<file path="config.mk">
export PLATFORM = sky130hd
export DESIGN_NAME = wordGame
export DESIGN_NICKNAME = d
export VERILOG_FILES = /design/src/design/wordGamePkg.sv /design/src/design/wordLoader.sv /design/src/design/guessDetect.sv /design/src/design/gameLogic.sv /design/src/design/statusDisplay.sv /design/src/design/wordGame.sv
export SDC_FILE = /design/constraint.sdc
export NUM_CORES = 1
export LEC_CHECK = 0
export BUFFER_PORTS_ARGS = -buffer_cell sky130_fd_sc_hd__buf_2
export CAP_MARGIN = 40
export CORE_MARGIN = 10
export CORE_UTILIZATION = 30
export DETAILED_ROUTE_END_ITERATION = 8
export REMOVE_ABC_BUFFERS = 1
export SYNTH_ARGS = -nofsm -noshare
export SYNTH_HDL_FRONTEND = slang
export SYNTH_HIERARCHICAL = 1
export SYNTH_SLANG_ARGS = --single-unit
</file>
<file path="constraint.sdc">
create_clock -name clk -period 2.8 [get_ports clk]
set_input_delay 0.84 -clock clk [delete_from_list [all_inputs] [get_ports clk]]
set_output_delay 0.84 -clock clk [all_outputs]
set_load 0.005 [all_outputs]
</file>
<file path="src/design/wordGamePkg.sv">
// ~~~~~~~~~~~~~~~~~~~~~~~~~~~~~~~~~~~~~~~~~~~~~~~~~~~~~~~~~~~~~~~~~~
// word game package: letter and word sizes, game state encoding
// ~~~~~~~~~~~~~~~~~~~~~~~~~~~~~~~~~~~~~~~~~~~~~~~~~~~~~~~~~~~~~~~~~~

package wordGamePkg;

    // one ASCII character
    localparam int LETTER_W = 8;

    // letters per secret word
    localparam int WORD_LEN = 5;

    // game FSM states
    // CMP0..CMP4 walk the word one position per clock
    typedef enum logic [2:0] {
        SETUP     = 3'd0,
        CMP0      = 3'd1,
        CMP1      = 3'd2,
        CMP2      = 3'd3,
        CMP3      = 3'd4,
        CMP4      = 3'd5,
        SCORE     = 3'd6,
        WAITGUESS = 3'd7
    } gameState_t;

endpackage

</file>
<file path="src/design/wordLoader.sv">
// ~~~~~~~~~~~~~~~~~~~~~~~~~~~~~~~~~~~~~~~~~~~~~~~~~~~~~~~~~~~~~~~~~~
// wordLoader: shift register collecting the host's secret word
// ~~~~~~~~~~~~~~~~~~~~~~~~~~~~~~~~~~~~~~~~~~~~~~~~~~~~~~~~~~~~~~~~~~

`timescale 1ns/1ps

module wordLoader
    import wordGamePkg::*;
(
    input  logic                         clk,
    input  logic                         nRst,
    input  logic                         loadEn,
    input  logic                         clear,
    input  logic [LETTER_W-1:0]          letterIn,
    input  logic                         letterStrobe,
    output logic [LETTER_W*WORD_LEN-1:0] word,
    output logic                         wordFull
);

    localparam int CNT_W = $clog2(WORD_LEN + 1);

    logic [CNT_W-1:0] letterCnt;
    logic             accept;

    assign wordFull = (letterCnt == CNT_W'(WORD_LEN));

    // extra strobes after the fifth letter are ignored
    assign accept = letterStrobe && loadEn && !wordFull;

    always_ff @(posedge clk or negedge nRst) begin
        if (!nRst) begin
            letterCnt <= '0;
            word      <= '0;
        end else if (clear) begin
            letterCnt <= '0;
            word      <= '0;
        end else if (accept) begin
            letterCnt <= letterCnt + CNT_W'(1);
            // shift left so the first letter lands in the top slot
            word      <= {word[LETTER_W*(WORD_LEN-1)-1:0], letterIn};
        end
    end

endmodule

</file>
<file path="src/design/guessDetect.sv">
// ~~~~~~~~~~~~~~~~~~~~~~~~~~~~~~~~~~~~~~~~~~~~~~~~~~~~~~~~~~~~~~~~~~
// guessDetect: samples the guess level and flags each change
// ~~~~~~~~~~~~~~~~~~~~~~~~~~~~~~~~~~~~~~~~~~~~~~~~~~~~~~~~~~~~~~~~~~

`timescale 1ns/1ps

module guessDetect
    import wordGamePkg::*;
(
    input  logic                clk,
    input  logic                nRst,
    input  logic [LETTER_W-1:0] guess,
    output logic [LETTER_W-1:0] guessLetter,
    output logic                newGuess
);

    // guessLetter doubles as the copy of the last sample,
    // so a nonzero guess right after reset counts as a change
    always_ff @(posedge clk or negedge nRst) begin
        if (!nRst) begin
            guessLetter <= '0;
            newGuess    <= 1'b0;
        end else begin
            guessLetter <= guess;
            newGuess    <= (guess != guessLetter);
        end
    end

endmodule

</file>
<file path="src/design/gameLogic.sv">
// ~~~~~~~~~~~~~~~~~~~~~~~~~~~~~~~~~~~~~~~~~~~~~~~~~~~~~~~~~~~~~~~~~~
// gameLogic: round FSM, per-position compare, scoring, win/lose
// ~~~~~~~~~~~~~~~~~~~~~~~~~~~~~~~~~~~~~~~~~~~~~~~~~~~~~~~~~~~~~~~~~~

`timescale 1ns/1ps

module gameLogic
    import wordGamePkg::*;
#(
    parameter int MAX_MISTAKES = 6
) (
    input  logic                         clk,
    input  logic                         nRst,
    input  logic [LETTER_W*WORD_LEN-1:0] word,
    input  logic                         wordFull,
    input  logic                         confirm,
    input  logic [LETTER_W-1:0]          guessLetter,
    input  logic                         newGuess,
    output logic                         loadEn,
    output logic                         newRound,
    output logic                         ready,
    output logic                         busy,
    output logic [WORD_LEN-1:0]          found,
    output logic [2:0]                   correctCount,
    output logic [2:0]                   mistakeCount,
    output logic                         mistake,
    output logic                         win,
    output logic                         lose
);

    gameState_t          state;
    gameState_t          nextState;
    logic                gameOver;
    logic [LETTER_W-1:0] curGuess;
    logic [LETTER_W-1:0] letters [WORD_LEN];
    logic [2:0]          cmpPos;
    logic                isCmp;
    logic                cmpHit;
    logic [WORD_LEN-1:0] newMask;
    logic [WORD_LEN-1:0] foundNext;
    logic [2:0]          newHits;

    assign gameOver = win | lose;

    assign loadEn = (state == SETUP);
    assign ready  = (state == SETUP) || (state == WAITGUESS);
    assign busy   = !ready;

    // split the word, position 0 is the top letter
    always_comb begin
        for (int i = 0; i < WORD_LEN; i++) begin
            letters[i] = word[(WORD_LEN-1-i)*LETTER_W +: LETTER_W];
        end
    end

    // which position the current compare state looks at
    always_comb begin
        isCmp  = 1'b1;
        cmpPos = 3'd0;
        case (state)
            CMP0:    cmpPos = 3'd0;
            CMP1:    cmpPos = 3'd1;
            CMP2:    cmpPos = 3'd2;
            CMP3:    cmpPos = 3'd3;
            CMP4:    cmpPos = 3'd4;
            default: isCmp  = 1'b0;
        endcase
    end

    // already found positions never count again
    assign cmpHit = isCmp && (curGuess == letters[cmpPos]) && !found[cmpPos];

    assign foundNext = found | newMask;

    always_comb begin
        newHits = 3'd0;
        for (int i = 0; i < WORD_LEN; i++) begin
            newHits = newHits + 3'(newMask[i]);
        end
    end

    always_comb begin
        nextState = state;
        newRound  = 1'b0;
        case (state)
            SETUP: begin
                if (confirm && wordFull) begin
                    nextState = WAITGUESS;
                end
            end
            WAITGUESS: begin
                if (gameOver) begin
                    // guesses are dropped once the game is decided
                    if (confirm) begin
                        newRound  = 1'b1;
                        nextState = SETUP;
                    end
                end else if (newGuess) begin
                    nextState = CMP0;
                end
            end
            CMP0:    nextState = CMP1;
            CMP1:    nextState = CMP2;
            CMP2:    nextState = CMP3;
            CMP3:    nextState = CMP4;
            CMP4:    nextState = SCORE;
            SCORE:   nextState = WAITGUESS;
            default: nextState = SETUP;
        endcase
    end

    // guess held stable for the whole compare pass
    always_ff @(posedge clk) begin
        if (state == WAITGUESS && newGuess && !gameOver) begin
            curGuess <= guessLetter;
        end
    end

    always_ff @(posedge clk or negedge nRst) begin
        if (!nRst) begin
            state        <= SETUP;
            newMask      <= '0;
            found        <= '0;
            correctCount <= 3'd0;
            mistakeCount <= 3'd0;
            mistake      <= 1'b0;
            win          <= 1'b0;
            lose         <= 1'b0;
        end else begin
            state   <= nextState;
            mistake <= 1'b0;

            if (state == WAITGUESS) begin
                newMask <= '0;
            end
            if (cmpHit) begin
                newMask[cmpPos] <= 1'b1;
            end

            if (state == SCORE) begin
                if (newHits != 3'd0) begin
                    found        <= foundNext;
                    correctCount <= correctCount + newHits;
                    win          <= &foundNext;
                end else begin
                    // nothing new found, count a mistake
                    mistakeCount <= mistakeCount + 3'd1;
                    mistake      <= 1'b1;
                    lose         <= (int'(mistakeCount) + 1 >= MAX_MISTAKES);
                end
            end

            if (newRound) begin
                found        <= '0;
                correctCount <= 3'd0;
                mistakeCount <= 3'd0;
                win          <= 1'b0;
                lose         <= 1'b0;
            end
        end
    end

endmodule

</file>
<file path="src/design/statusDisplay.sv">
// ~~~~~~~~~~~~~~~~~~~~~~~~~~~~~~~~~~~~~~~~~~~~~~~~~~~~~~~~~~~~~~~~~~
// statusDisplay: win/lose lights, mistake flash, mistake digit
// ~~~~~~~~~~~~~~~~~~~~~~~~~~~~~~~~~~~~~~~~~~~~~~~~~~~~~~~~~~~~~~~~~~

`timescale 1ns/1ps

module statusDisplay #(
    parameter int FLASH_CYCLES = 8
) (
    input  logic       clk,
    input  logic       nRst,
    input  logic       mistake,
    input  logic [2:0] mistakeCount,
    input  logic       win,
    input  logic       lose,
    output logic       green,
    output logic       red,
    output logic [6:0] segMistakes
);

    localparam int CNT_W = $clog2(FLASH_CYCLES + 1);

    logic [CNT_W-1:0] flashCnt;
    logic [6:0]       segNext;

    // segments gfedcba, active high
    always_comb begin
        case (mistakeCount)
            3'd0: segNext = 7'h3F;
            3'd1: segNext = 7'h06;
            3'd2: segNext = 7'h5B;
            3'd3: segNext = 7'h4F;
            3'd4: segNext = 7'h66;
            3'd5: segNext = 7'h6D;
            3'd6: segNext = 7'h7D;
            3'd7: segNext = 7'h07;
        endcase
    end

    always_ff @(posedge clk or negedge nRst) begin
        if (!nRst) begin
            flashCnt    <= '0;
            green       <= 1'b0;
            red         <= 1'b0;
            segMistakes <= 7'h3F;
        end else begin
            // the mistake cycle itself is the first flash cycle
            if (mistake) begin
                flashCnt <= CNT_W'(FLASH_CYCLES - 1);
            end else if (flashCnt != '0) begin
                flashCnt <= flashCnt - CNT_W'(1);
            end
            green       <= win;
            red         <= lose || mistake || (flashCnt != '0);
            segMistakes <= segNext;
        end
    end

endmodule

</file>
<file path="src/design/wordGame.sv">
// ~~~~~~~~~~~~~~~~~~~~~~~~~~~~~~~~~~~~~~~~~~~~~~~~~~~~~~~~~~~~~~~~~~
// wordGame: top level of the five-letter guessing game
// ~~~~~~~~~~~~~~~~~~~~~~~~~~~~~~~~~~~~~~~~~~~~~~~~~~~~~~~~~~~~~~~~~~

`timescale 1ns/1ps

module wordGame
    import wordGamePkg::*;
#(
    parameter int MAX_MISTAKES = 6,
    parameter int FLASH_CYCLES = 8
) (
    input  logic                clk,
    input  logic                nRst,
    input  logic [LETTER_W-1:0] letterIn,
    input  logic                letterStrobe,
    input  logic                confirm,
    input  logic [LETTER_W-1:0] guess,
    output logic                ready,
    output logic                busy,
    output logic [WORD_LEN-1:0] found,
    output logic [2:0]          correctCount,
    output logic [2:0]          mistakeCount,
    output logic                mistake,
    output logic                win,
    output logic                lose,
    output logic                green,
    output logic                red,
    output logic [6:0]          segMistakes
);

    logic [LETTER_W*WORD_LEN-1:0] word;
    logic                         wordFull;
    logic                         loadEn;
    logic                         newRound;
    logic [LETTER_W-1:0]          guessLetter;
    logic                         newGuess;

    // host side, cleared at the start of each round
    wordLoader wordLoader_i (
        .clk          (clk),
        .nRst         (nRst),
        .loadEn       (loadEn),
        .clear        (newRound),
        .letterIn     (letterIn),
        .letterStrobe (letterStrobe),
        .word         (word),
        .wordFull     (wordFull)
    );

    guessDetect guessDetect_i (
        .clk         (clk),
        .nRst        (nRst),
        .guess       (guess),
        .guessLetter (guessLetter),
        .newGuess    (newGuess)
    );

    gameLogic #(
        .MAX_MISTAKES (MAX_MISTAKES)
    ) gameLogic_i (
        .clk          (clk),
        .nRst         (nRst),
        .word         (word),
        .wordFull     (wordFull),
        .confirm      (confirm),
        .guessLetter  (guessLetter),
        .newGuess     (newGuess),
        .loadEn       (loadEn),
        .newRound     (newRound),
        .ready        (ready),
        .busy         (busy),
        .found        (found),
        .correctCount (correctCount),
        .mistakeCount (mistakeCount),
        .mistake      (mistake),
        .win          (win),
        .lose         (lose)
    );

    statusDisplay #(
        .FLASH_CYCLES (FLASH_CYCLES)
    ) statusDisplay_i (
        .clk          (clk),
        .nRst         (nRst),
        .mistake      (mistake),
        .mistakeCount (mistakeCount),
        .win          (win),
        .lose         (lose),
        .green        (green),
        .red          (red),
        .segMistakes  (segMistakes)
    );

endmodule

</file>
Yosys cells after proc, flatten, opt, wreduce, memory -nomap -nowiden
Memory sizes are Yosys's and may differ from the RTL's. A register that Yosys moved wholly into a read port is not among the register bits.
Cells that the tools add are included.
- ROM bits: 56
- flip-flop bits (word level): 88
- input port bits: 20
- memories: 1
- output and inout port bits: 25
- word-level logic and storage cells: 118
- add/subtract/negate cells: 9
- reduce and logical (&&, ||, !) cells: 28
- bitwise operators: 4
- equality and inequality tests: 14
- mux-type cells: 42
- order comparisons: 4
- memories (memory ; depth ; bits a word ; rd ports ; clocked after memory_dff ; wr ports ; line ; source):
    (no name shown) ; 8 ; 7 ; 1 ; 1 ; 0 ; statusDisplay.sv:28 ; case (mistakeCount)
- operators with widths (kind ; count):
    2-to-1 mux 40 bit ; 2
    2-to-1 mux 3 bit ; 12
    greater-or-equal comparator 32 x 4 -> 1 bit, second input constant ; 1
    2-to-1 mux 5 bit ; 5
    binary-select mux 8 bit (select 3 bit) ; 1
    one-hot mux 3 bit (8 select lines) ; 1
    2-to-1 mux 8 bit ; 2
    == test 3 bit, second input constant ; 5
    2-to-1 mux 1 bit ; 14
    one-hot mux 3 bit (4 select lines) ; 1
    bitwise OR 5 bit ; 2
    adder 3 x 1 -> 3 bit ; 3
    == test 8 bit ; 1
    logical AND 1 bit ; 8
    2-to-1 mux 4 bit ; 2
    inequality test 8 bit ; 1
    nonzero test 2 bit ; 4
    adder 3 x 1 -> 3 bit, second input constant ; 2
    == test 3 x 2 -> 1 bit, second input constant ; 2
    logical NOT 1 bit ; 5
    AND reduction 5 bit ; 1
    OR reduction 5 bit ; 1
    adder 3 x 1 -> 4 bit, second input constant ; 1
    greater-or-equal comparator 4 bit, second input constant ; 1
    other kinds (19) ; 23

Logic depth before layout (Yosys ltp)
Gate-level depths: netlist of the first run.
- word-level depth: 10
- mapped depth: 11
- depth with buffers taken out: 11

By module
The synthesis of the first run kept the hierarchy.
- modules (own cells, without submodules) (module ; times used ; area each (um2) ; cells an instance ; sequential area each (um2)):
    wordLoader ; 1 ; 1968.1 ; 166 ; 1076.0
    gameLogic ; 1 ; 1904.3 ; 199 ; 790.8
    statusDisplay ; 1 ; 639.4 ; 55 ; 332.8
    guessDetect ; 1 ; 311.5 ; 20 ; 225.2

Least setup slack after synthesis of the first run
No wires, ideal clock.
- path type: register -> register
- from: reg gameLogic_i.newMask[0]
- to: reg gameLogic_i.correctCount[2]
- data required time: 2.661 ns
- setup time: 0.139 ns
- slack: 0.242 ns
- buffers on the path: 0
- clock period less this slack: 2.558 ns
- stages on the path, launching flop included: 11
- arrival time: 2.419 ns
- cells stage by stage: dfrtp_1 -> fa_1 -> inv_1 -> fa_1 -> inv_1 -> ha_1 -> fa_1 -> xor2_1 -> nand2_1 -> xor2_1 -> nor2_1
- cells in the longest elaborated chain, start to end: 8
- elaborated cells on any way between the ends: 11
- those cells by class: add/sub (5); mux (3); reduce/logical (3)
- ends and longest elaborated chain (element ; line ; source):
    start: declaration ; gameLogic.sv:39 ; logic [WORD_LEN-1:0] newMask;
    start signal: assignment ; gameLogic.sv:122 ; newMask <= '0;
    start signal: assignment ; gameLogic.sv:134 ; newMask <= '0;
    start signal: indexed assignment ; gameLogic.sv:137 ; newMask[cmpPos] <= 1'b1;
    adder 1 x 1 -> 2 bit * ; gameLogic.sv:78 ; newHits = newHits + 3'(newMask[i]);
    adder 3 x 1 -> 3 bit * (3 in a row) ; gameLogic.sv:78 ;
    adder 3 bit ; gameLogic.sv:143 ; correctCount <= correctCount + newHits;
    2-to-1 mux 3 bit ; gameLogic.sv:141 ; if (newHits != 3'd0) begin
    2-to-1 mux 3 bit ; gameLogic.sv:140 ; if (state == SCORE) begin
    2-to-1 mux 3 bit ; gameLogic.sv:153 ; if (newRound) begin
    end signal: assignment ; gameLogic.sv:143 ;
    end: declaration ; gameLogic.sv:24 ; output logic [2:0] correctCount,
Mark *: on every way between the ends. The rest lies on a longest branch, timed or not. The select of a mux whose other input is x is not followed.
A chain may end at the register's enable or synchronous reset.

Final worst setup path of the first run
Ends and elaborated chain as after synthesis.

==> metrics.cfg, run 1 <==
[status]
status = finished clean

[synthesis]
synth.area.top_cells = dfrtp_1 42%, mux2i_1 7.9%, nand2b_1 5.7%, edfxtp_1 5.0%, ha_1 3.6%
synthFlopType = dfrtp_1
yosysSeqAreaShare_pct = 50.3
yosys_warnings = 6
synth_top_area_share_pct = 42.0
synth_seq_cells = 95
synthCells = 440
postSynthAreaPerCell_sq_um = 11.0
synth_edf_count = 8
synth_top_cell_by_area = dfrtp_1
syn_area_sq_um = 4820
postSynth.asyncResetShare_pct = 91.6
ys_types = 53

[worst_setup_path]
critical-path-top-delay-family = adder cells
slowest_delay_ns = 0.55
crit_slowest_cell = fa_1
cp_common_cell = fa_1
crit_path_start_kind = flip-flop
cp_max_fo = 4
worstPathCellList = fa_1, inv_1, fa_1, inv_1, ha_1, fa_1, xor2_1, nand2_1, xor2_1, nor2_1
cp.buffers_inverters = 2
arrival_ns = 2.90
crit_type = flip-flop to flip-flop
endpoint_kind = flip-flop
critical_path_required_ns = 3.03

[floorplan]
die_h_um = 147
core_region_area_sq_um = 15800
die_w_um = 147
io_pins = 45
start_util_pct = 30.5
rows = 46
dieArea_sq_um = 21600

[clocking]
h-tree-depth = 3
cts_inserted_buffers = 9
cts_tree = yes
hold_buffers = 0
cts_root_buf = clkbuf_16
cts.clk_slew.worst_paths_ns = 0.06
post-cts-setup-buffer-count = 0
numClockSinks = 95
clkLatencyLatePin_ns = 0.34
clk_path_buf_depth = 2
cts_resized = 0

[placement]
hpwl_mm = 7.49
place_ws_ns = 0.0983
globalplace.congestion = 0.818
port_buffers = 44

[route]
vias = 3358
wl_mm = 10.4
first_pass_iters = 4
avgViaCountPerCell = 4.71
wl_per_cell_um = 14.6
route.antenna.remaining_nets = 0
drc = 0
drt_iter0_markers = 231

[global_routing]
antenna_found_initial = 0
grt_usage_pct = 10.1
grt_pass1_vias = 3453
grt-ovfl-total = 0
grt_max_degree = 38
grt_pass1_wl_mm = 17.9

[sta]
skew_ns = 0.00605
slew-limit-headroom_pct = 69.1
fmax_mhz = 376
slew_viol_final = 0
setup_viol = 0
finalHoldViolCount = 0
min_period_ns = 2.66
rsz0062_at_grt = no
worst_pin_slew_ns = 0.458
min_period_over_period_pct = 95.0
worst_slack_ns = 0.139

[layout]
final_core_util_pct = 35.8
final_nets = 529
syn_to_final_growth_pct = 17.6
drive_gt1_share_pct = 21.1
final_common_cell = dfrtp_1
final_cell_mix = 81 x dfrtp_1, 44 x nand2b_1, 43 x buf_2
diodes = 0
fillerInstances = 1592

[pwr]
pwr_density_cell_nw_per_um2 = 1020
p_leak_nw = 2.54
max-vdd-ir-drop_uv = 354

[job]
max_cap_viol_count = 0

[hold_path]
hp-class = input pin to asynchronous set/reset pin

## worst register-to-register path: stages (launching register included)
cell and delay, ns:
dfrtp_1 0.43, fa_1 0.55, inv_1 0.05, fa_1 0.47, inv_1 0.08, ha_1 0.20
fa_1 0.37, xor2_1 0.15, nand2_1 0.08, xor2_1 0.14, nor2_1 0.05
## metrics by stage
step | instances | cell area, sq um | power, mW | hold slack, ns | TNS [ns]
after global routing | 713 | 5670 | 6.24 | 0.440 | 0
after CTS | 713 | 5650 | 5.84 | 0.420 | 0
after global placement | 697 | 5350 | 4.45 | 0.460 | 0
after detailed placement | 697 | 5350 | 4.53 | 0.461 | 0
final | 713 | 5670 | 5.77 | 0.424 | 0
after floorplan | 418 | 4680 | 3.70 | 0.444 | -7.71
## sequential cells by signal, summed over array words and instances (netlist names), 4 cells and up
signal and count:
guessDetect_i/guessLetter 8, statusDisplay_i/segMistakes 7, gameLogic_i/found 5, gameLogic_i/curGuess 8, statusDisplay_i/flashCnt 4, gameLogic_i/newMask 5
wordLoader_i/word 40
## report_power, final
part	internal (mW)	leakage (nW)	switching (mW)
Clock	0.780	0.151	0.501
Combinational	1.03	1.23	1.25
Sequential	1.87	1.16	0.352
Total	3.68	2.54	2.10
## layout make-up
cell class	count	area (sq um)	area share, %
sequential	95	2420	42.8
multi-input combinational	304	2210	38.9
timing repair buffer	63	390	6.88
tap	216	270	4.77
clock buffer	12	236	4.17
inverter	19	71.3	1.26
clock inverter	4	70.1	1.24
## logic make-up (layout without fill, tap and decap cells)
family	count (synthesis)	count (layout)	share of synthesized area (%)
buf+inv	41	98	4.49
compound gates	78	78	9.94
simple gates	144	144	17.1
flops	95	95	50.3
xor+xnor	19	19	3.45
fa+ha+maj	17	17	4.88
mux	46	46	9.91
## routing by layer
| metal | GRT usage (%) | routed length (um) |
|---|---|---|
| met5 | 0 | 0 |
| met4 | 3.00 | 126 |
| met3 | 3.47 | 627 |
| met2 | 15.5 | 4740 |
| met1 | 13.1 | 4930 |
## synth_stat cells, types with 3 or more instances
master,count
nor2_1,24
mux2i_1,38
nand3_1,3
edfxtp_1,8
buf_4,4
nand2_1,20
fa_1,3
nor2b_1,18
dfstp_2,6
ha_1,14
o21ai_0,18
a31oi_1,5
xor2_1,15
nand2b_1,44
nor3_2,3
dfrtp_1,81
clkbuf_1,10
inv_1,19
o21ai_1,11
mux2_2,5
buf_6,6
nor3_1,15
xnor2_1,4
o22ai_1,9
a21oi_1,19
## final timing paths
path,start,to,slack [ns],cells after the start
worst max-delay path,gameLogic_i/newMask[0]$_DFF_PN0_,gameLogic_i/correctCount[2]$_DFFE_PN0P_,0.14,10
worst min-delay path,nRst,statusDisplay_i/flashCnt[2]$_DFFE_PN0P_,0.42,1
worst max register to register,gameLogic_i/newMask[0]$_DFF_PN0_,gameLogic_i/correctCount[2]$_DFFE_PN0P_,0.14,10
worst min register to register,guessDetect_i/guessLetter[0]$_DFF_PN0_,gameLogic_i/curGuess[0]$_DFFE_PP_,0.47,0
max in group asynchronous,nRst,wordLoader_i/word[11]$_DFFE_PN0P_,1.73,2
min in group clk,guessDetect_i/guessLetter[0]$_DFF_PN0_,gameLogic_i/curGuess[0]$_DFFE_PP_,0.47,0
Power figures use the tool's default switching activity.
==> run 2, diff against run 1 <==
--- a/config.mk
+++ b/config.mk
@@ -5,6 +5,7 @@
 export SDC_FILE = /design/constraint.sdc
 export NUM_CORES = 1
 export LEC_CHECK = 0
+export ABC_AREA = 1
 export BUFFER_PORTS_ARGS = -buffer_cell sky130_fd_sc_hd__buf_2
 export CAP_MARGIN = 40
 export CORE_MARGIN = 10
==> run 2 against run 1 <==
Against the previous run: final cell count rose by 25%; non-clock buffer count decreased by 15; global-route usage increased by 0.87 points; combinational power is 6% higher; area after synthesis is 5.0% higher; sequential power hardly changed; clock power down 4%; final area grew 1.6%; critical path depth rose by 1; flip-flop and latch count is the same; register-to-register slack gained 0.05 ns; critical path type unchanged; critical endpoint is now gameLogic_i/lose$_DFFE_PN0P_.
==> metrics.cfg, run 2 <==
[floorplan]
io_pins = 45  ; unchanged
die_w_um = 150  ; was 147 um
start_util_pct = 30.5  ; about the same
dieArea_sq_um = 22500  ; was 21600 sq um
core_region_area_sq_um = 16600  ; was 15800 sq um
rows = 47  ; was 46
die_h_um = 150  ; was 147 um

[route]
first_pass_iters = 4  ; unchanged
drc = 0  ; unchanged
wl_per_cell_um = 13.2  ; was 14.6 um
wl_mm = 11.7  ; was 10.4 mm
route.antenna.remaining_nets = 0  ; unchanged
vias = 4048  ; was 3358
avgViaCountPerCell = 4.55  ; was 4.71
drt_iter0_markers = 304  ; was 231

[worst_setup_path]
cp.buffers_inverters = 4  ; was 2
endpoint_kind = flip-flop  ; unchanged
crit_cells = 11  ; was 10
r2r-end = gameLogic_i/lose$_DFFE_PN0P_  ; was gameLogic_i/correctCount[2]$_DFFE_PN0P_
arrival_ns = 2.83  ; was 2.90 ns
r2r_start = gameLogic_i/newMask[0]$_DFF_PN0_  ; unchanged
crit_type = flip-flop to flip-flop  ; unchanged
r2r_cells = 11  ; was 10
startpoint = gameLogic_i/newMask[0]$_DFF_PN0_  ; unchanged
reg2reg_setup_slack_ns = 0.19  ; was 0.14 ns
cp_common_cell = inv_1  ; was fa_1
cp_max_fo = 5  ; was 4
critical_path_required_ns = 3.02  ; was 3.03 ns
crit_slowest_cell = fa_1  ; unchanged
worstPathCellList = fa_1, inv_1, fa_1, inv_1, ha_1, nor3_2, inv_1, nor2_2, inv_1, nand3_1, o221ai_1  ; was fa_1, inv_1, fa_1, inv_1, ha_1, fa_1, xor2_1, nand2_1, xor2_1, nor2_1
slowest_delay_ns = 0.55  ; about the same
critical-path-top-delay-family = adder cells  ; unchanged
crit_path_start_kind = flip-flop  ; unchanged
endpoint = gameLogic_i/lose$_DFFE_PN0P_  ; was gameLogic_i/correctCount[2]$_DFFE_PN0P_

[layout]
seqCellArea_sq_um = 2420  ; unchanged
fillerInstances = 1771  ; was 1592
drive_gt1_share_pct = 15.7  ; was 21.1%
final_area_sq_um = 5760  ; was 5670 sq um
diodes = 0  ; unchanged
final_common_cell = nand2_1  ; was dfrtp_1
final_core_util_pct = 34.7  ; was 35.8%
largest_register = wordLoader_i/word  ; unchanged
final_nets = 702  ; was 529
final_cell_mix = 196 x nand2_1, 82 x inv_1, 81 x dfrtp_1  ; was 81 x dfrtp_1, 44 x nand2b_1, 43 x buf_2
multiInputGateArea_sq_um = 2160  ; was 2210 sq um
top_regs = wordLoader_i/word: 40 flops, gameLogic_i/curGuess: 8 flops, guessDetect_i/guessLetter: 8 flops  ; unchanged
syn_to_final_growth_pct = 13.8  ; was 17.6%
largest_register_ffs = 40  ; unchanged

[sta]
slew-limit-headroom_pct = 53.0  ; was 69.1%
finalHoldViolCount = 0  ; unchanged
worst_pin_slew_ns = 0.703  ; was 0.458 ns
slew_viol_final = 0  ; unchanged
min_period_over_period_pct = 93.1  ; was 95.0%
rsz0062_at_grt = no  ; unchanged
hold_ws_ns = 0.443  ; was 0.424 ns
min_period_ns = 2.61  ; was 2.66 ns
tns_ns = 0  ; unchanged
fmax_mhz = 384  ; was 376 MHz
setup_viol = 0  ; unchanged
skew_ns = 0.00787  ; was 0.00605 ns

[synthesis]
synth_top_area_share_pct = 40.0  ; was 42.0%
synth.area.top_cells = dfrtp_1 40%, nand2_1 15%, nand3_1 6.9%, inv_1 6.1%, edfxtp_1 4.7%  ; was dfrtp_1 42%, mux2i_1 7.9%, nand2b_1 5.7%, edfxtp_1 5.0%, ha_1 3.6%
synthCells = 623  ; was 440
yosysMostFrequentCell = nand2_1  ; was dfrtp_1
synth_top_cell_by_area = dfrtp_1  ; unchanged
synthFlopType = dfrtp_1  ; unchanged
yosys_warnings = 6  ; unchanged
yosysSeqAreaShare_pct = 47.9  ; was 50.3%
yosys-top-cells-count = 196 x nand2_1, 82 x inv_1, 81 x dfrtp_1, 70 x nand3_1, 51 x nor2_1  ; was 81 x dfrtp_1, 44 x nand2b_1, 38 x mux2i_1, 24 x nor2_1, 20 x nand2_1
postSynthAreaPerCell_sq_um = 8.13  ; was 11.0 sq um
ys_types = 38  ; was 53
synth_seq_cells = 95  ; unchanged
postSynth.asyncResetShare_pct = 91.6  ; unchanged
syn_area_sq_um = 5060  ; was 4820 sq um
synth_edf_count = 8  ; unchanged

[clocking]
clkLatencyLatePin_ns = 0.35  ; was 0.34 ns
cts_tree = yes  ; unchanged
clk_path_buf_depth = 2  ; unchanged
h-tree-depth = 3  ; unchanged
cts_root_buf = clkbuf_16  ; unchanged
post-cts-setup-buffer-count = 0  ; unchanged
cts.clk_slew.worst_paths_ns = 0.07  ; was 0.06 ns
numClockSinks = 95  ; unchanged
cts_inserted_buffers = 9  ; unchanged

[hold_path]
hp-class = input pin to asynchronous set/reset pin  ; unchanged

[global_routing]
grt_pass1_vias = 3910  ; was 3453
grt_max_degree = 44  ; was 38
grt_usage_pct = 11.0  ; was 10.1%
grt-ovfl-total = 0  ; unchanged
grt_pass1_wl_mm = 19.9  ; was 17.9 mm
antenna_found_initial = 0  ; unchanged

[placement]
globalplace.congestion = 0.784  ; was 0.818
port_buffers = 44  ; unchanged
hpwl_mm = 7.93  ; was 7.49 mm
dpl_cell_area_sq_um = 5460  ; was 5350 sq um

[status]
status = finished clean  ; unchanged

[pwr]
max-vdd-ir-drop_uv = 512  ; was 354 uV
p_leak_nw = 3.00  ; was 2.54 nW
pwr_density_cell_nw_per_um2 = 1020  ; about the same

[job]
max_cap_viol_count = 0  ; unchanged

==> run 2: cell types whose count changed in the layout (fill, tap and decap cells not counted), sizes merged, moves of 11 or more <==
cell,previous run,this run
nor2b,18,0
o21ai,29,15
mux2i,38,0
nand2,20,206
nand4,1,15
xor2,15,3
buf,63,48
a21oi,19,8
inv,19,90
nor2,25,57
nand2b,44,0
nand3,3,76
==> run 2: metrics by stage <==
stage               power, mW  setup slack, ns  instances
floorplan                3.92         -0.00857        606
global placement         4.63            0.152        874
detailed placement       4.67           0.0827        874
CTS                      5.92           0.0807        890
global route             6.40           0.0464        890
finish                   5.87            0.194        890
==> run 2: area by class of cell <==
| cell class | instances | area share [%] |
|---|---|---|
| Multi-Input combinational cell | 421 | 37.5 |
| Tap cell | 220 | 4.78 |
| Timing Repair Buffer | 48 | 4.60 |
| Inverter | 90 | 5.99 |
| Clock inverter | 6 | 1.06 |
| Sequential cell | 95 | 42.1 |
| Clock buffer | 10 | 3.97 |
==> run 2: worst min-delay path by stage <==
stage	startpoint	endpoint	slack, ns	cells after the start
6_report	nRst	wordLoader_i/word[6]$_DFFE_PN0P_	0.44	1
5_1_grt	nRst	wordLoader_i/word[6]$_DFFE_PN0P_	0.47	1
3_3_place_gp	guessDetect_i/guessLetter[3]$_DFF_PN0_	gameLogic_i/curGuess[3]$_DFFE_PP_	0.45	0
3_5_place_dp	guessDetect_i/guessLetter[3]$_DFF_PN0_	gameLogic_i/curGuess[3]$_DFFE_PP_	0.45	0
2_1_floorplan	gameLogic_i/win$_DFFE_PN0P_	statusDisplay_i/green$_DFF_PN0_	0.42	0
4_1_cts	nRst	wordLoader_i/word[6]$_DFFE_PN0P_	0.45	1
==> run 2: cell families after synthesis <==
| family | count (synthesis) | synth area share (%) |
|---|---|---|
| AOI/OAI and AO/OA | 29 | 3.24 |
| and+or+nand+nor | 366 | 32.9 |
| buffers and inverters | 107 | 9.76 |
| xor gates and xnor gates | 9 | 1.56 |
| DFF | 95 | 47.9 |
| adders and majority gates | 17 | 4.65 |
==> run 2: where the power goes <==
| part | switching [mW] | internal [mW] | leakage (nW) |
|---|---|---|---|
| registers | 0.352 | 1.88 | 1.19 |
| logic | 1.57 | 0.836 | 1.66 |
| clock network | 0.536 | 0.690 | 0.144 |
==> run 2: timing repair <==
item,4_1_cts,5_1_grt
resized for setup,0,3
endpoints found under the setup margin,0,9
hold buffers,0,0
==> run 2: routing by layer <==
layer	vias up	share of wire, %	GRT usage [%]
met5	-	0	0
met4	0	1.1	2.24
met3	11	5.7	3.65
met2	83	46	17.4
met1	1916	47	14.3
li1	2038	-	-
==> run 2: worst register-to-register path, stage by stage, from the launching register on <==
cell,delay [ns]
dfrtp_1,0.41
fa_1,0.55
inv_1,0.05
fa_1,0.35
inv_1,0.06
ha_1,0.25
nor3_2,0.24
inv_1,0.07
nor2_2,0.15
inv_1,0.12
nand3_1,0.10
o221ai_1,0.11
==> run 3, diff against run 2 <==
--- a/config.mk
+++ b/config.mk
@@ -11,6 +11,7 @@
 export CORE_MARGIN = 10
 export CORE_UTILIZATION = 30
 export DETAILED_ROUTE_END_ITERATION = 8
+export MAX_ROUTING_LAYER = met4
 export REMOVE_ABC_BUFFERS = 1
 export SYNTH_ARGS = -nofsm -noshare
 export SYNTH_HDL_FRONTEND = slang
==> run 3 against run 2 <==
Against the previous run: final area is the same; sequential share of layout area did not move; clock skew hardly changed; flip-flop and latch count is the same; die area unchanged; global-route usage up 0.32 points; count of clock-buffer cells in the layout unchanged; clock power barely moved.
==> metrics.cfg, run 3 (same netlist as run 2, synthesis figures left out) <==
[status]
status = finished clean  ; unchanged

[clocking]
cts_resized = 0  ; unchanged
cts_root_buf = clkbuf_16  ; unchanged
cts_inserted_buffers = 9  ; unchanged
post-cts-setup-buffer-count = 0  ; unchanged
clkLatencyLatePin_ns = 0.35  ; about the same
cts.clk_slew.worst_paths_ns = 0.07  ; about the same
hold_buffers = 0  ; unchanged
cts_tree = yes  ; unchanged
numClockSinks = 95  ; unchanged
clk_path_buf_depth = 2  ; unchanged
h-tree-depth = 3  ; unchanged

[sta]
min_period_ns = 2.60  ; was 2.61 ns
skew_ns = 0.00797  ; was 0.00787 ns
finalHoldViolCount = 0  ; unchanged
slew_viol_final = 0  ; unchanged
rsz0062_at_grt = no  ; unchanged
hold_ws_ns = 0.445  ; was 0.443 ns
worst_pin_slew_ns = 0.686  ; was 0.703 ns
worst_slack_ns = 0.203  ; was 0.194 ns
setup_viol = 0  ; unchanged
slew-limit-headroom_pct = 54.2  ; was 53.0%
fmax_mhz = 385  ; was 384 MHz
min_period_over_period_pct = 92.8  ; was 93.1%

[layout]
final_core_util_pct = 34.7  ; unchanged
diodes = 0  ; unchanged
top_regs = wordLoader_i/word: 40 flops, gameLogic_i/curGuess: 8 flops, guessDetect_i/guessLetter: 8 flops  ; unchanged
final_common_cell = nand2_1  ; unchanged
final_cell_mix = 196 x nand2_1, 82 x inv_1, 81 x dfrtp_1  ; unchanged
final_area_sq_um = 5760  ; unchanged
drive_gt1_share_pct = 15.7  ; unchanged
largest_register_ffs = 40  ; unchanged
final_nets = 702  ; unchanged
stdcell_count = 890  ; unchanged
largest_register = wordLoader_i/word  ; unchanged
syn_to_final_growth_pct = 13.8  ; unchanged

[worst_setup_path]
critical-path-top-delay-family = adder cells  ; unchanged
reg2reg_setup_slack_ns = 0.20  ; was 0.19 ns
r2r_start = gameLogic_i/newMask[0]$_DFF_PN0_  ; unchanged
critical_path_required_ns = 3.03  ; was 3.02 ns
crit_path_start_kind = flip-flop  ; unchanged
endpoint_kind = flip-flop  ; unchanged
slowest_delay_ns = 0.55  ; about the same
crit_slowest_cell = fa_1  ; unchanged
r2r_cells = 11  ; unchanged
worstPathCellList = fa_1, inv_1, fa_1, inv_1, ha_1, nor3_2, inv_1, nor2_2, inv_1, nand3_1, o221ai_1  ; unchanged
cp.buffers_inverters = 4  ; unchanged
crit_type = flip-flop to flip-flop  ; unchanged
arrival_ns = 2.82  ; was 2.83 ns
r2r-end = gameLogic_i/lose$_DFFE_PN0P_  ; unchanged
crit_cells = 11  ; unchanged
startpoint = gameLogic_i/newMask[0]$_DFF_PN0_  ; unchanged
cp_common_cell = inv_1  ; unchanged
cp_max_fo = 5  ; unchanged
endpoint = gameLogic_i/lose$_DFFE_PN0P_  ; unchanged

[route]
wl_per_cell_um = 13.2  ; about the same
route.antenna.remaining_nets = 0  ; unchanged
avgViaCountPerCell = 4.55  ; about the same
vias = 4046  ; was 4048
first_pass_iters = 4  ; unchanged
drc = 0  ; unchanged
drt_iter0_markers = 289  ; was 304
wl_mm = 11.7  ; about the same

[floorplan]
dieArea_sq_um = 22500  ; unchanged
die_h_um = 150  ; unchanged
rows = 47  ; unchanged
core_region_area_sq_um = 16600  ; unchanged
die_w_um = 150  ; unchanged
start_util_pct = 30.5  ; unchanged
io_pins = 45  ; unchanged

[hold_path]
hp-class = input pin to asynchronous set/reset pin  ; unchanged

[job]
max_cap_viol_count = 0  ; unchanged

[placement]
dp_cells = 874  ; unchanged
hpwl_mm = 7.93  ; unchanged
globalplace.congestion = 0.795  ; was 0.784
dpl_cell_area_sq_um = 5460  ; unchanged
place_ws_ns = 0.0827  ; unchanged
port_buffers = 44  ; unchanged

[global_routing]
grt_pass1_wl_mm = 19.9  ; about the same
grt-ovfl-total = 0  ; unchanged
antenna_found_initial = 0  ; unchanged
grt_pass1_vias = 3911  ; was 3910
grt_max_degree = 44  ; unchanged
grt_usage_pct = 11.3  ; was 11.0%

[pwr]
pwr_density_cell_nw_per_um2 = 1020  ; about the same
p_leak_nw = 3.00  ; unchanged
max-vdd-ir-drop_uv = 517  ; was 512 uV

==> run 3: cell counts in the layout (fill, tap and decap cells not counted) <==
Identical to the previous run, type by type.
==> run 3: routing by layer <==
layer | global-route usage [%] | up-vias | part of all wire [%]
met5 | - | - | 0
met2 | 17.4 | 79 | 46
met4 | 2.24 | 0 | 0.87
met3 | 3.59 | 9 | 6.2
met1 | 14.3 | 1922 | 47
li1 | - | 2036 | -
==> run 3: cell type report <==
type                    count  area (sq um)
clock buffers              10           229
clock inverters             6          61.3
fillers                  1771         10800
inverters                  90           345
multi-input cells         421          2160
flip-flops and latches     95          2420
well taps                 220           275
repair buffers             48           265
==> run 3: worst min path at each step <==
| stage | end | depth (start not counted) |
|---|---|---|
| 6_report | wordLoader_i/word[6]$_DFFE_PN0P_ | 1 |
| 5_1_grt | wordLoader_i/word[6]$_DFFE_PN0P_ | 1 |
| 4_1_cts | wordLoader_i/word[6]$_DFFE_PN0P_ | 1 |
| 3_5_place_dp | gameLogic_i/curGuess[3]$_DFFE_PP_ | 0 |
| 3_3_place_gp | gameLogic_i/curGuess[3]$_DFFE_PP_ | 0 |
| 2_1_floorplan | statusDisplay_i/green$_DFF_PN0_ | 0 |
==> run 3: per-stage QoR <==
stage	power [mW]	TNS, ns
6_report	5.87	0
5_1_grt	6.40	0
4_1_cts	5.92	0
3_5_place_dp	4.67	0
3_3_place_gp	4.63	0
2_1_floorplan	3.92	-0.0686
==> run 3: power by group <==
part           total [mW]  switching, mW  internal [mW]  leakage [nW]
Sequential           2.23          0.349           1.88          1.19
Combinational        2.41           1.57          0.836          1.66
Clock                1.23          0.536          0.690         0.144
